==> src/xrmem_macros.svh <==
/* memory map region codes and memory sizes of the XR bus
   included by the package and by the modules that use them */

`ifndef XRMEM_MACROS_SVH
`define XRMEM_MACROS_SVH

// region codes matched against address bits 15..13
// bit 15 low means register file
// code 111 is unmapped
`define XR_COLOR_REGION     3'b100
`define XR_TILE_REGION      3'b101
`define XR_COPPER_REGION    3'b110

// memory address widths
`define COLOR_AWIDTH        8
`define TILE_AWIDTH         11
`define COPPER_AWIDTH       9

// data widths
`define XR_DWIDTH           16
`define COPP_DWIDTH         32

// number of XR registers
`define XREG_COUNT          16

`endif

==> src/xrmem_pkg.sv <==
/* shared vector types of the XR memory side
   imported by the arbiter, the register file, the top level and the testbench */

`include "xrmem_macros.svh"

package xrmem_pkg;

    // address as seen on the host and copper XR ports
    // bits 15..13 pick the region
    typedef logic [15:0] xr_addr_t;

    // data word on every XR port and memory
    typedef logic [`XR_DWIDTH-1:0] xr_word_t;

    // one copper instruction
    // even half in the upper 16 bits
    typedef logic [`COPP_DWIDTH-1:0] copp_word_t;

    // color lookup index
    typedef logic [`COLOR_AWIDTH-1:0] color_addr_t;

    // tile address, top bit is the bank
    typedef logic [`TILE_AWIDTH-1:0] tile_addr_t;

    // copper program word address
    // one step per 32-bit instruction
    typedef logic [`COPPER_AWIDTH-1:0] copp_addr_t;

endpackage

==> src/xreg_file.sv <==
/* XR register file on the arbiter's register bus
   sixteen words, cleared by reset, read without a clock */

`timescale 1ns/10ps

`include "xrmem_macros.svh"

module xreg_file (
    input  logic                clk,
    input  logic                arst_n_i,
    input  logic                wr_i,
    input  xrmem_pkg::xr_addr_t addr_i,
    input  xrmem_pkg::xr_word_t wdata_i,
    output xrmem_pkg::xr_word_t rdata_o
);

    import xrmem_pkg::*;

    localparam int IDX_W = $clog2(`XREG_COUNT);

    xr_word_t         regs [`XREG_COUNT];
    logic [IDX_W-1:0] idx;

    // upper address bits ignored
    // registers repeat every 16 addresses
    assign idx = addr_i[IDX_W-1:0];

    always_ff @(posedge clk or negedge arst_n_i) begin
        if (!arst_n_i) begin
            for (int i = 0; i < `XREG_COUNT; i++) begin
                regs[i] <= '0;
            end
        end else if (wr_i) begin
            regs[idx] <= wdata_i;
        end
    end

    // combinational read so the arbiter can capture it on accept
    assign rdata_o = regs[idx];

endmodule

==> config.mk <==
export PLATFORM = sky130hd
export DESIGN_NAME = xreg_file
export DESIGN_NICKNAME = d
export VERILOG_FILES = /design/src/xrmem_pkg.sv /design/src/xreg_file.sv
export VERILOG_INCLUDE_DIRS = /design/src /design/src/src
export SDC_FILE = /design/constraint.sdc
export NUM_CORES = 1
export LEC_CHECK = 0
export CORE_ASPECT_RATIO = 0.6
export CORE_UTILIZATION = 50
export DETAILED_ROUTE_END_ITERATION = 16
export DONT_BUFFER_PORTS = 1
export MAX_ROUTING_LAYER = met4
export PLACE_DENSITY = 0.71
export SYNTH_ARGS = -nofsm -noshare
export SYNTH_HDL_FRONTEND = slang
export SYNTH_SLANG_ARGS = --single-unit
==> constraint.sdc <==
create_clock -name clk -period 1.4 [get_ports clk]
set_input_delay 0 -clock clk [delete_from_list [all_inputs] [get_ports clk]]
set_output_delay 0 -clock clk [all_outputs]
set_load 0.005 [all_outputs]
=== After elaboration in Yosys (flattened, before gate mapping) ===
Index checks and enable logic that the tools add are counted.

* Reductions and logical operators: 1
* Magnitude comparators: 2
* Muxes and demuxes: 6
* Bitwise gates (word level): 1

{| class="wikitable"
|+ Operators with widths
! operator !! number
|-
| 256-bit bitwise mux || 1
|-
| 16-bit binary-select mux with 4-bit select || 1
|-
| 16-bit demux with 4-bit select || 1
|-
| 16-bit 2-to-1 mux || 3
|-
| 5-bit greater-or-equal comparator, second input constant || 1
|-
| 5-bit by 1-bit less-than comparator with 1-bit output, second input constant || 1
|-
| 4-bit NOT with 5-bit output || 1
|-
| 1-bit logical AND || 1
|}

* Input bits: 35
* Logic and storage cells: 26
* Output and inout bits: 16
* Flip-flop bits (word level): 256

=== Logic depth before layout (Yosys ltp) ===
Gate-level depths: netlist of the first run.

* Depth in word-level cells: 6
* Depth in mapped cells: 6
* Mapped depth without buffers: 3

=== Worst setup path after synthesis of the first run ===
Ideal clock, no wire load.

* Kind: input to register
* From: in addr_i[0]
* To: reg regs[85] in the netlist's numbering
* Stages: 6
* Path slack: -39 ps
* Library setup time: 125 ps
* Data required time: 1275 ps
* Arrival time: 1314 ps
* Buffers on the path: 3
* Cell sequence: buf_2 -> buf_2 -> nand3b_1 -> nor2_2 -> buf_4 -> mux2_2

* Longest elaborated chain between the ends: 6
* Elaborated cells between the ends (all ways): 7
* Those cells by class: order compare (2); mux (3); bitwise (1); reduce/logical (1)

{| class="wikitable"
|+ RTL lines
! what !! line !! text
|-
| start, declared || xreg_file.sv:12 || <nowiki>input xrmem_pkg::xr_addr_t addr_i,</nowiki>
|-
| 4-bit NOT with 5-bit output (implied by the code) * || xreg_file.sv:34 || <nowiki>regs[idx] <= wdata_i;</nowiki>
|-
| 5-bit greater-or-equal comparator (implied by the code) / 5-bit by 1-bit less-than comparator with 1-bit output (equally long branches) || xreg_file.sv:34 ||
|-
| 1-bit logical AND (implied by the code) || xreg_file.sv:34 ||
|-
| 16-bit 2-to-1 mux (implied by the code) || xreg_file.sv:34 ||
|-
| 16-bit demux with 4-bit select * || xreg_file.sv:34 ||
|-
| 256-bit bitwise mux * || xreg_file.sv:34 ||
|-
| end signal, assigned by index || xreg_file.sv:34 ||
|-
| end, declared || xreg_file.sv:21 || <nowiki>xr_word_t regs [`XREG_COUNT];</nowiki>
|}

Mark *: on every way between the ends. The rest lies on a longest branch, timed or not.
A chain may end at the register's enable or synchronous reset.

=== Worst setup path in the final report of the first run ===
* From: in addr_i[0]
* To: reg regs[176] in the netlist's numbering

Same word-level chain as after synthesis.

==> results of run 1 <==
[worst max-delay path: cells and delay by family]
family        cells  cell delay, ns
mux               1            0.34
buf+inv           3            1.38
simple gates      2            0.39
[cell type report]
class / instances / area [um^2] / area share [%]
Tap cell: 308 / 385 / 2.88
Clock buffer: 36 / 697 / 5.20
Multi-Input combinational cell: 397 / 5080 / 37.9
Timing Repair Buffer: 70 / 691 / 5.16
Antenna cell: 7 / 17.5 / 0.131
Clock inverter: 8 / 115 / 0.859
Sequential cell: 256 / 6410 / 47.8
[how the worst min path moves through the flow]
stage                end  slack, ns  depth (start not counted)
3_3_place_gp   regs[179]      -0.28                          0
2_1_floorplan    regs[0]      -0.30                          0
6_report       regs[116]      -0.81                          0
3_5_place_dp   regs[116]      -0.28                          0
5_1_grt        regs[116]      -0.83                          0
4_1_cts        regs[116]      -0.83                          0
[cell families (layout without fill, tap and decap cells)]
kind of cell	count (synthesis)	in the layout	synth area share, %
AO/OA/AOI/OAI	32	32	2.07
buffers and inverters	60	114	2.72
flip-flops	256	256	55.2
multiplexers	320	320	37.6
other	0	7	0
AND/OR/NAND/NOR	45	45	2.49
[where the power goes]
part / internal (W) / switching [W]
combinational: 0.00240 / 0.00124
sequential: 0.00912 / 0.000869
clock: 0.00400 / 0.00274
total: 0.0155 / 0.00485
[synthesized netlist by cell type (all sizes together)]
cell,instances,share of area [%]
dfrtp,256,55
mux2,256,25
mux4,64,12
buf,33,1.8
a22oi,32,2.1
clkbuf,27,0.87
nand2,18,0.60
nor2,7,0.36
nor3,6,0.57
nand2b,3,0.23
nand3,2,0.086
nand3b,2,0.13
nor2b,2,0.11
or3,2,0.11
and2,1,0.054
nor4,1,0.18
or4,1,0.065
[per-stage QoR]
stage	total power, W	setup slack [ns]	hold slack, ns	cell area (um^2)	instances
2_1_floorplan	0.0126	-0.0390	-0.296	11600	713
3_3_place_gp	0.0130	0.0913	-0.281	12000	995
5_1_grt	0.0213	-0.426	-0.831	13400	1082
6_report	0.0204	-0.366	-0.812	13400	1082
3_5_place_dp	0.0133	0.0510	-0.280	12000	995
4_1_cts	0.0205	-0.390	-0.825	13300	1074
[layer usage]
metal	vias to the layer above	share of wire, %
met4	0	1.6
met3	40	5.3
met1	3504	46
met5	-	0
li1	2770	-
met2	143	47
[repair_timing]
item,4_1_cts,5_1_grt
endpoints found under the hold margin,512,286
resized for setup,34,7
buffers inserted,4,1
cloned,0,0
hold buffers,31,2
endpoints found under the setup margin,16,21
pin swaps,34,7
==> out/results.txt, run 1 <==
status: finished, violations left
failing checks: hold timing, setup timing
Worst-Skew Late Latency: 0.50 ns
Finish-stage setup viols: 20
total negative slack: -5.58 ns
Routed Antenna Nets: 0
met2 Track Usage GR: 37.2%
Worst setup SP type: input pin
fin nets: 785
CP endpoint kind: flip-flop
worst-path maximum fanout: 70
post-layout util: 59.8%
final worst path period share: 126%
initial antenna violation count: 7
final setup margin: -0.366 ns
crit-path cells: nand3b_1 > nor3_4 > dlygate4sd3_1 > buf_6 > mux2_2 > dlygate4sd3_1
Worst EP arrival: 2.17 ns
Worst Reg-to-Reg Cells: 2
Starting Density: 51.9%
number of fill cells: 1668
RSZ-0062 raised after global routing: true
H-Tree Depth: 1
Die Ht: 120 um
DP HPWL: 16900 um
Avg Inst Size Synth: 16.3 um^2
Critical Path Start: addr_i[0]
CP required: 1.80 ns
syn_nets: 748
DR WL/cell: 25.0 um
post-synth cell types: 26
# DRC: 0
most frequent cells in the layout: 256 x dfrtp_1, 245 x mux2_2, 64 x mux4_2, 31 x buf_4, 29 x dlygate4sd3_1
final count of hold timing violations: 256
Tightest Hold Check Type: in2async
Final min period: 1.77 ns
synthesized cell area: 0.0116 mm^2
Setup crit end: regs[176]
drt pass-1 iters: 5
clock slew at reported path FFs: 0.06 ns
M3 GR Usage: 5.12%
largest net degree at the start of global routing: 257
slowest CP cell: dlygate4sd3_1
buffers added on ports: 0
synth warn: 0
DIE AREA: 0.0239 mm^2
root buffer cell: clkbuf_16
commonest non-fill, non-tap cell in the layout: dfrtp_1
cell count after synthesis: 713
Worst-Margin Slew: 1.06 ns
maximum clock frequency: 566 MHz
Core Box Area: 0.0224 mm^2
Hold WS: -0.812 ns
worst r2r src: regs[216]
vias in the first global route: 6989
first-pass GRT wire length: 42200 um
most frequent CP cell: dlygate4sd3_1
Avg Vias per Cell: 5.97
deepest clock path buffer count: 3
VDD IR-drop max: 0.00106 V
# clock sinks: 256
sequential area share after synthesis: 55.2%
max reg flops: 256
GR Overflow Total: 0
Die Wd: 199 um
PwrDens: 1520 mW/mm^2
Slew headroom: 29.3%
total CTS buffers: 25
DR vias: 6457
Overall Global Routing Usage: 24.7%
Pleak: 5.66 nW
share of post-route cells with drive strength above 1: 58.1%
area delta synth->final: 15.3%
CTS tree: done
biggest regs: regs x256
Setup CP Type: in2reg
DRT iter0 DRCs: 567
Top reg by flops: regs
I/O pin total: 51
fin. max-slew vios: 0
GR Util met1: 34.9%
final worst clock skew: 0 ns
routed wire length: 27000 um
delay of the slowest critical-path stage: 0.64 ns
RR Endpoint: regs[216]
RePlAce Congestion: 0.781
FF+latch count, synth: 256
row cnt: 42
global-route layer with the greatest usage: met2
Max Cap Viol: 0
FF-to-FF setup slack: 0.05 ns
No activity file was read; power rests on OpenSTA's default activity.
==> inputs of run 2 (changes only) <==
--- a/constraint.sdc
+++ b/constraint.sdc
@@ -3,2 +3,2 @@
 set_output_delay 0 -clock clk [all_outputs]
-set_load 0.005 [all_outputs]
+set_load 0.05 [all_outputs]
==> out/results.txt, run 2 (synthesis results as in run 1) <==
Max Cap Viol: 0
# hold bufs at CTS: 20
first-pass GRT wire length: 42700 um
row cnt: 42
area delta synth->final: 18.1%
maximum clock frequency: 515 MHz
Overall Global Routing Usage: 24.7%
I/O pin total: 51
root buffer cell: clkbuf_16
status: finished, violations left
buffers added on ports: 0
worst-path maximum fanout: 2
GR Overflow Total: 0
biggest regs: regs x256
Worst setup SP type: flip-flop
# DRC: 0
RePlAce Congestion: 0.843
fin nets: 797
commonest non-fill, non-tap cell in the layout: dfrtp_1
Post-DP Area: 0.0125 mm^2
Worst-Skew Late Latency: 0.52 ns
Tightest Hold Check Type: in2async
largest net degree at the start of global routing: 257
total negative slack: -7.91 ns
post-layout instance area: 0.0137 mm^2
VDD IR-drop max: 0.00102 V
fin. max-slew vios: 0
Final min period: 1.94 ns
Avg Vias per Cell: 6.00
number of fill cells: 1663
total CTS buffers: 25
# clock sinks: 256
max reg flops: 256
DRT iter0 DRCs: 420
CP endpoint kind: output port
Die Ht: 120 um
Finish-stage setup viols: 16
Worst-Margin Slew: 1.26 ns
share of post-route cells with drive strength above 1: 61.8%
Pleak: 5.77 nW
CP required: 1.40 ns
FF-to-FF setup slack: 0.52 ns
CTS tree: done
final worst clock skew: 0 ns
final worst path period share: 139%
most frequent cells in the layout: 256 x dfrtp_1, 245 x mux2_2, 64 x mux4_2, 37 x buf_4, 29 x a22oi_2
clock slew at reported path FFs: 0.06 ns
failing checks: hold timing, setup timing
post-layout util: 61.2%
RSZ-0062 raised after global routing: true
initial antenna violation count: 0
deepest clock path buffer count: 3
Starting Density: 51.9%
Die Wd: 199 um
final setup margin: -0.541 ns
vias in the first global route: 6965
DR vias: 6516
Routed Antenna Nets: 0
routed wire length: 27100 um
n_diodes: 0
Core Box Area: 0.0224 mm^2
PwrDens: 1570 mW/mm^2
Top reg by flops: regs
Hold WS: -0.815 ns
Worst EP arrival: 1.94 ns
DP HPWL: 17000 um
H-Tree Depth: 1
DR WL/cell: 24.9 um
final count of hold timing violations: 256
drt pass-1 iters: 5
DIE AREA: 0.0239 mm^2
Slew headroom: 15.7%
Setup CP Type: reg2out
-- run 2: changes by cell type in the layout (fill, tap and decap cells not counted), moves of 3 or more --
cell           delta
clkinvlp_4        +3
buf_12           +17
nand2_1           -6
dlygate4sd3_1    -10
buf_4             +6
nand2_4           +4
clkbuf_1          -5
a22oi_2           +3
a22oi_1           -3
diode_2           -7
-- run 2: where the power goes --
part / switching [W] / internal [W]
Combinational: 0.00189 / 0.00287
Sequential: 0.000868 / 0.00912
Clock: 0.00286 / 0.00396
-- run 2: metal layers --
layer	wire, um	track usage [%]	part of all wire, %	up-vias
met5	0	-	0	-
met4	364	4.71	1.3	0
met3	1680	6.24	6.2	33
met2	12300	35.3	46	157
met1	12700	36.2	47	3562
li1	-	-	-	2764
-- run 2: timing repair --
action                                  CTS  global route
setup buffers                             6             1
resized for setup                        22            14
endpoints found under the setup margin   16            17
hold endpoints to repair                512           256
pin swaps                                16             8
-- run 2: cell type report --
class / count / area, um^2 / area share [%]
Tap cell: 308 / 385 / 2.81
Clock buffer: 30 / 664 / 4.85
Multi-Input combinational cell: 397 / 5130 / 37.4
Sequential cell: 256 / 6410 / 46.7
Clock inverter: 13 / 163 / 1.19
Timing Repair Buffer: 82 / 963 / 7.03
-- run 2: worst paths after layout --
| kind | from | end | depth (start not counted) |
|---|---|---|---|
| worst max-delay path | regs[207] | rdata_o[15] | 5 |
| max in group asynchronous | arst_n_i | regs[194] | 0 |
| worst max register to register | regs[200] | regs[200] | 2 |
| worst min-delay path | arst_n_i | regs[127] | 0 |
| min in group clk | addr_i[2] | regs[250] | 3 |
| worst min register to register | regs[77] | regs[77] | 1 |
-- run 2: worst max-delay path, cell delays in order, from the launching register on --
cell	delay, ns
dfrtp_1	0.38
mux4_2	0.49
a22oi_2	0.21
buf_6	0.14
nand2_4	0.06
buf_12	0.15
-- run 2: stage by stage --
stage	instances	setup slack [ns]	total power, W
2_1_floorplan	713	0.00174	0.0131
3_3_place_gp	1018	-0.105	0.0141
3_5_place_dp	1018	-0.0970	0.0144
4_1_cts	1085	-0.573	0.0216
5_1_grt	1086	-0.606	0.0225
6_report	1086	-0.541	0.0216
==> inputs of run 3 (changes only) <==
Settings changed: CORE_ASPECT_RATIO 0.6 to 2.
==> out/results.txt, run 3 (synthesis results as in run 1) <==
status: finished, violations left
failing checks: hold timing, setup timing
GR Overflow Total: 0
final worst path period share: 135%
maximum clock frequency: 531 MHz
most frequent cells in the layout: 256 x dfrtp_1, 245 x mux2_2, 64 x mux4_2, 38 x buf_4, 29 x a22oi_2
DRT iter0 DRCs: 307
share of post-route cells with drive strength above 1: 61.9%
clock slew at reported path FFs: 0.07 ns
delay of the slowest critical-path stage: 0.48 ns
DIE AREA: 0.0239 mm^2
I/O pin total: 51
CP endpoint kind: output port
Slew headroom: 9.28%
Hold WS: -0.828 ns
fin. max-slew vios: 0
Die Wd: 110 um
buffers added on ports: 0
Finish-stage setup viols: 16
Setup CP Type: reg2out
Pleak: 5.85 nW
final count of hold timing violations: 256
Top reg by flops: regs
Max Cap Viol: 0
Starting Density: 51.1%
Tightest Hold Check Type: in2async
PwrDens: 1610 mW/mm^2
RSZ-0062 raised after global routing: true
row cnt: 78
Routed Antenna Nets: 0
DR WL/cell: 25.7 um
vias in the first global route: 7498
Buf/Inv on CP: 1
CP required: 1.40 ns
number of fill cells: 1651
CTS tree: done
CP delay by family, top: multiplexers
slowest CP cell: mux4_2
post-place setup slack: -0.0287 ns
area used by multi-input combinational logic: 0.00511 mm^2
RePlAce Congestion: 0.758
H-Tree Depth: 1
total CTS buffers: 24
biggest regs: regs x256
drt pass-1 iters: 4
Core Box Area: 0.0227 mm^2
VDD IR-drop max: 0.00129 V
Final min period: 1.88 ns
Overall Global Routing Usage: 25.6%
commonest non-fill, non-tap cell in the layout: dfrtp_1
Avg Vias per Cell: 6.14
final setup margin: -0.483 ns
post-layout util: 60.6%
routed wire length: 27300 um
DR vias: 6536
final worst clock skew: 0 ns
Worst EP arrival: 1.88 ns
largest net degree at the start of global routing: 257
fin nets: 799
Final Power: 0.0221 W
deepest clock path buffer count: 3
# DRC: 0
crit-path cells: mux4_2 > a22oi_2 > nand2_2 > buf_12
# clock sinks: 256
first-pass GRT wire length: 43400 um
area delta synth->final: 18.7%
storage element area: 0.00641 mm^2
Worst-Skew Late Latency: 0.52 ns
worst-path maximum fanout: 2
max reg flops: 256
Final Instance Count excl. Fillers: 1064
root buffer cell: clkbuf_16
Worst setup SP type: flip-flop
initial antenna violation count: 2
placed instance count: 986
Worst-Margin Slew: 1.35 ns
Die Ht: 218 um
DP HPWL: 17400 um
-- run 3: changes by cell type in the layout (fill, tap and decap cells not counted), sizes merged, moves of 2 or more --
cell / previous run / this run
clkinvlp: 3 / 1
diode: 0 / 2
bufinv: 3 / 7
dlygate4sd3: 19 / 22
inv: 2 / 0
-- run 3: per-stage QoR --
step	hold slack [ns]	setup TNS [ns]	instance area (um^2)
finish	-0.828	-7.45	13800
global route	-0.853	-8.36	13800
CTS	-0.844	-31.04	13700
detailed placement	-0.281	-0.0362	12400
global placement	-0.284	-0.0840	12400
floorplan	-0.296	0	11700
-- run 3: what timing repair did --
action	in CTS	in global routing
hold buffers	22	3
endpoints found under the hold margin	512	297
pin swaps	31	2
resized for setup	27	8
setup buffers	4	4
endpoints found under the setup margin	16	142
-- run 3: layout make-up --
type / count / area share, %
tap: 280 / 2.54
clock inverter: 13 / 1.76
clock buffer: 31 / 4.99
multi-input combinational: 397 / 37.1
antenna: 2 / 0.0363
sequential: 256 / 46.5
timing repair buffer: 85 / 7.06
-- run 3: power breakdown --
group | switching [W] | internal (W) | leakage, nW
clock | 0.00280 | 0.00476 | 0.458
sequential | 0.000882 | 0.00912 | 3.14
combinational | 0.00175 | 0.00282 | 2.25
total | 0.00543 | 0.0167 | 5.85
-- run 3: path summary, 6_finish.rpt --
kind / start / endpoint / slack [ns] / cells past startpoint
worst max-delay path: regs[157] / rdata_o[13] / -0.48 / 4
worst min-delay path: arst_n_i / regs[238] / -0.83 / 0
worst max register to register: regs[153] / regs[153] / 0.09 / 2
worst min register to register: regs[214] / regs[214] / 0.50 / 1
max in group asynchronous: arst_n_i / regs[88] / 1.84 / 0
min in group clk: wr_i / regs[68] / 0.03 / 4
-- run 3: layer usage --
| layer | routed length (um) | GRT usage, % | vias to the layer above |
|---|---|---|---|
| met1 | 10600 | 30.0 | 3585 |
| met4 | 1040 | 11.5 | 0 |
| met2 | 14700 | 43.3 | 136 |
| met5 | 0 | - | - |
| met3 | 937 | 3.74 | 54 |
| li1 | - | - | 2761 |
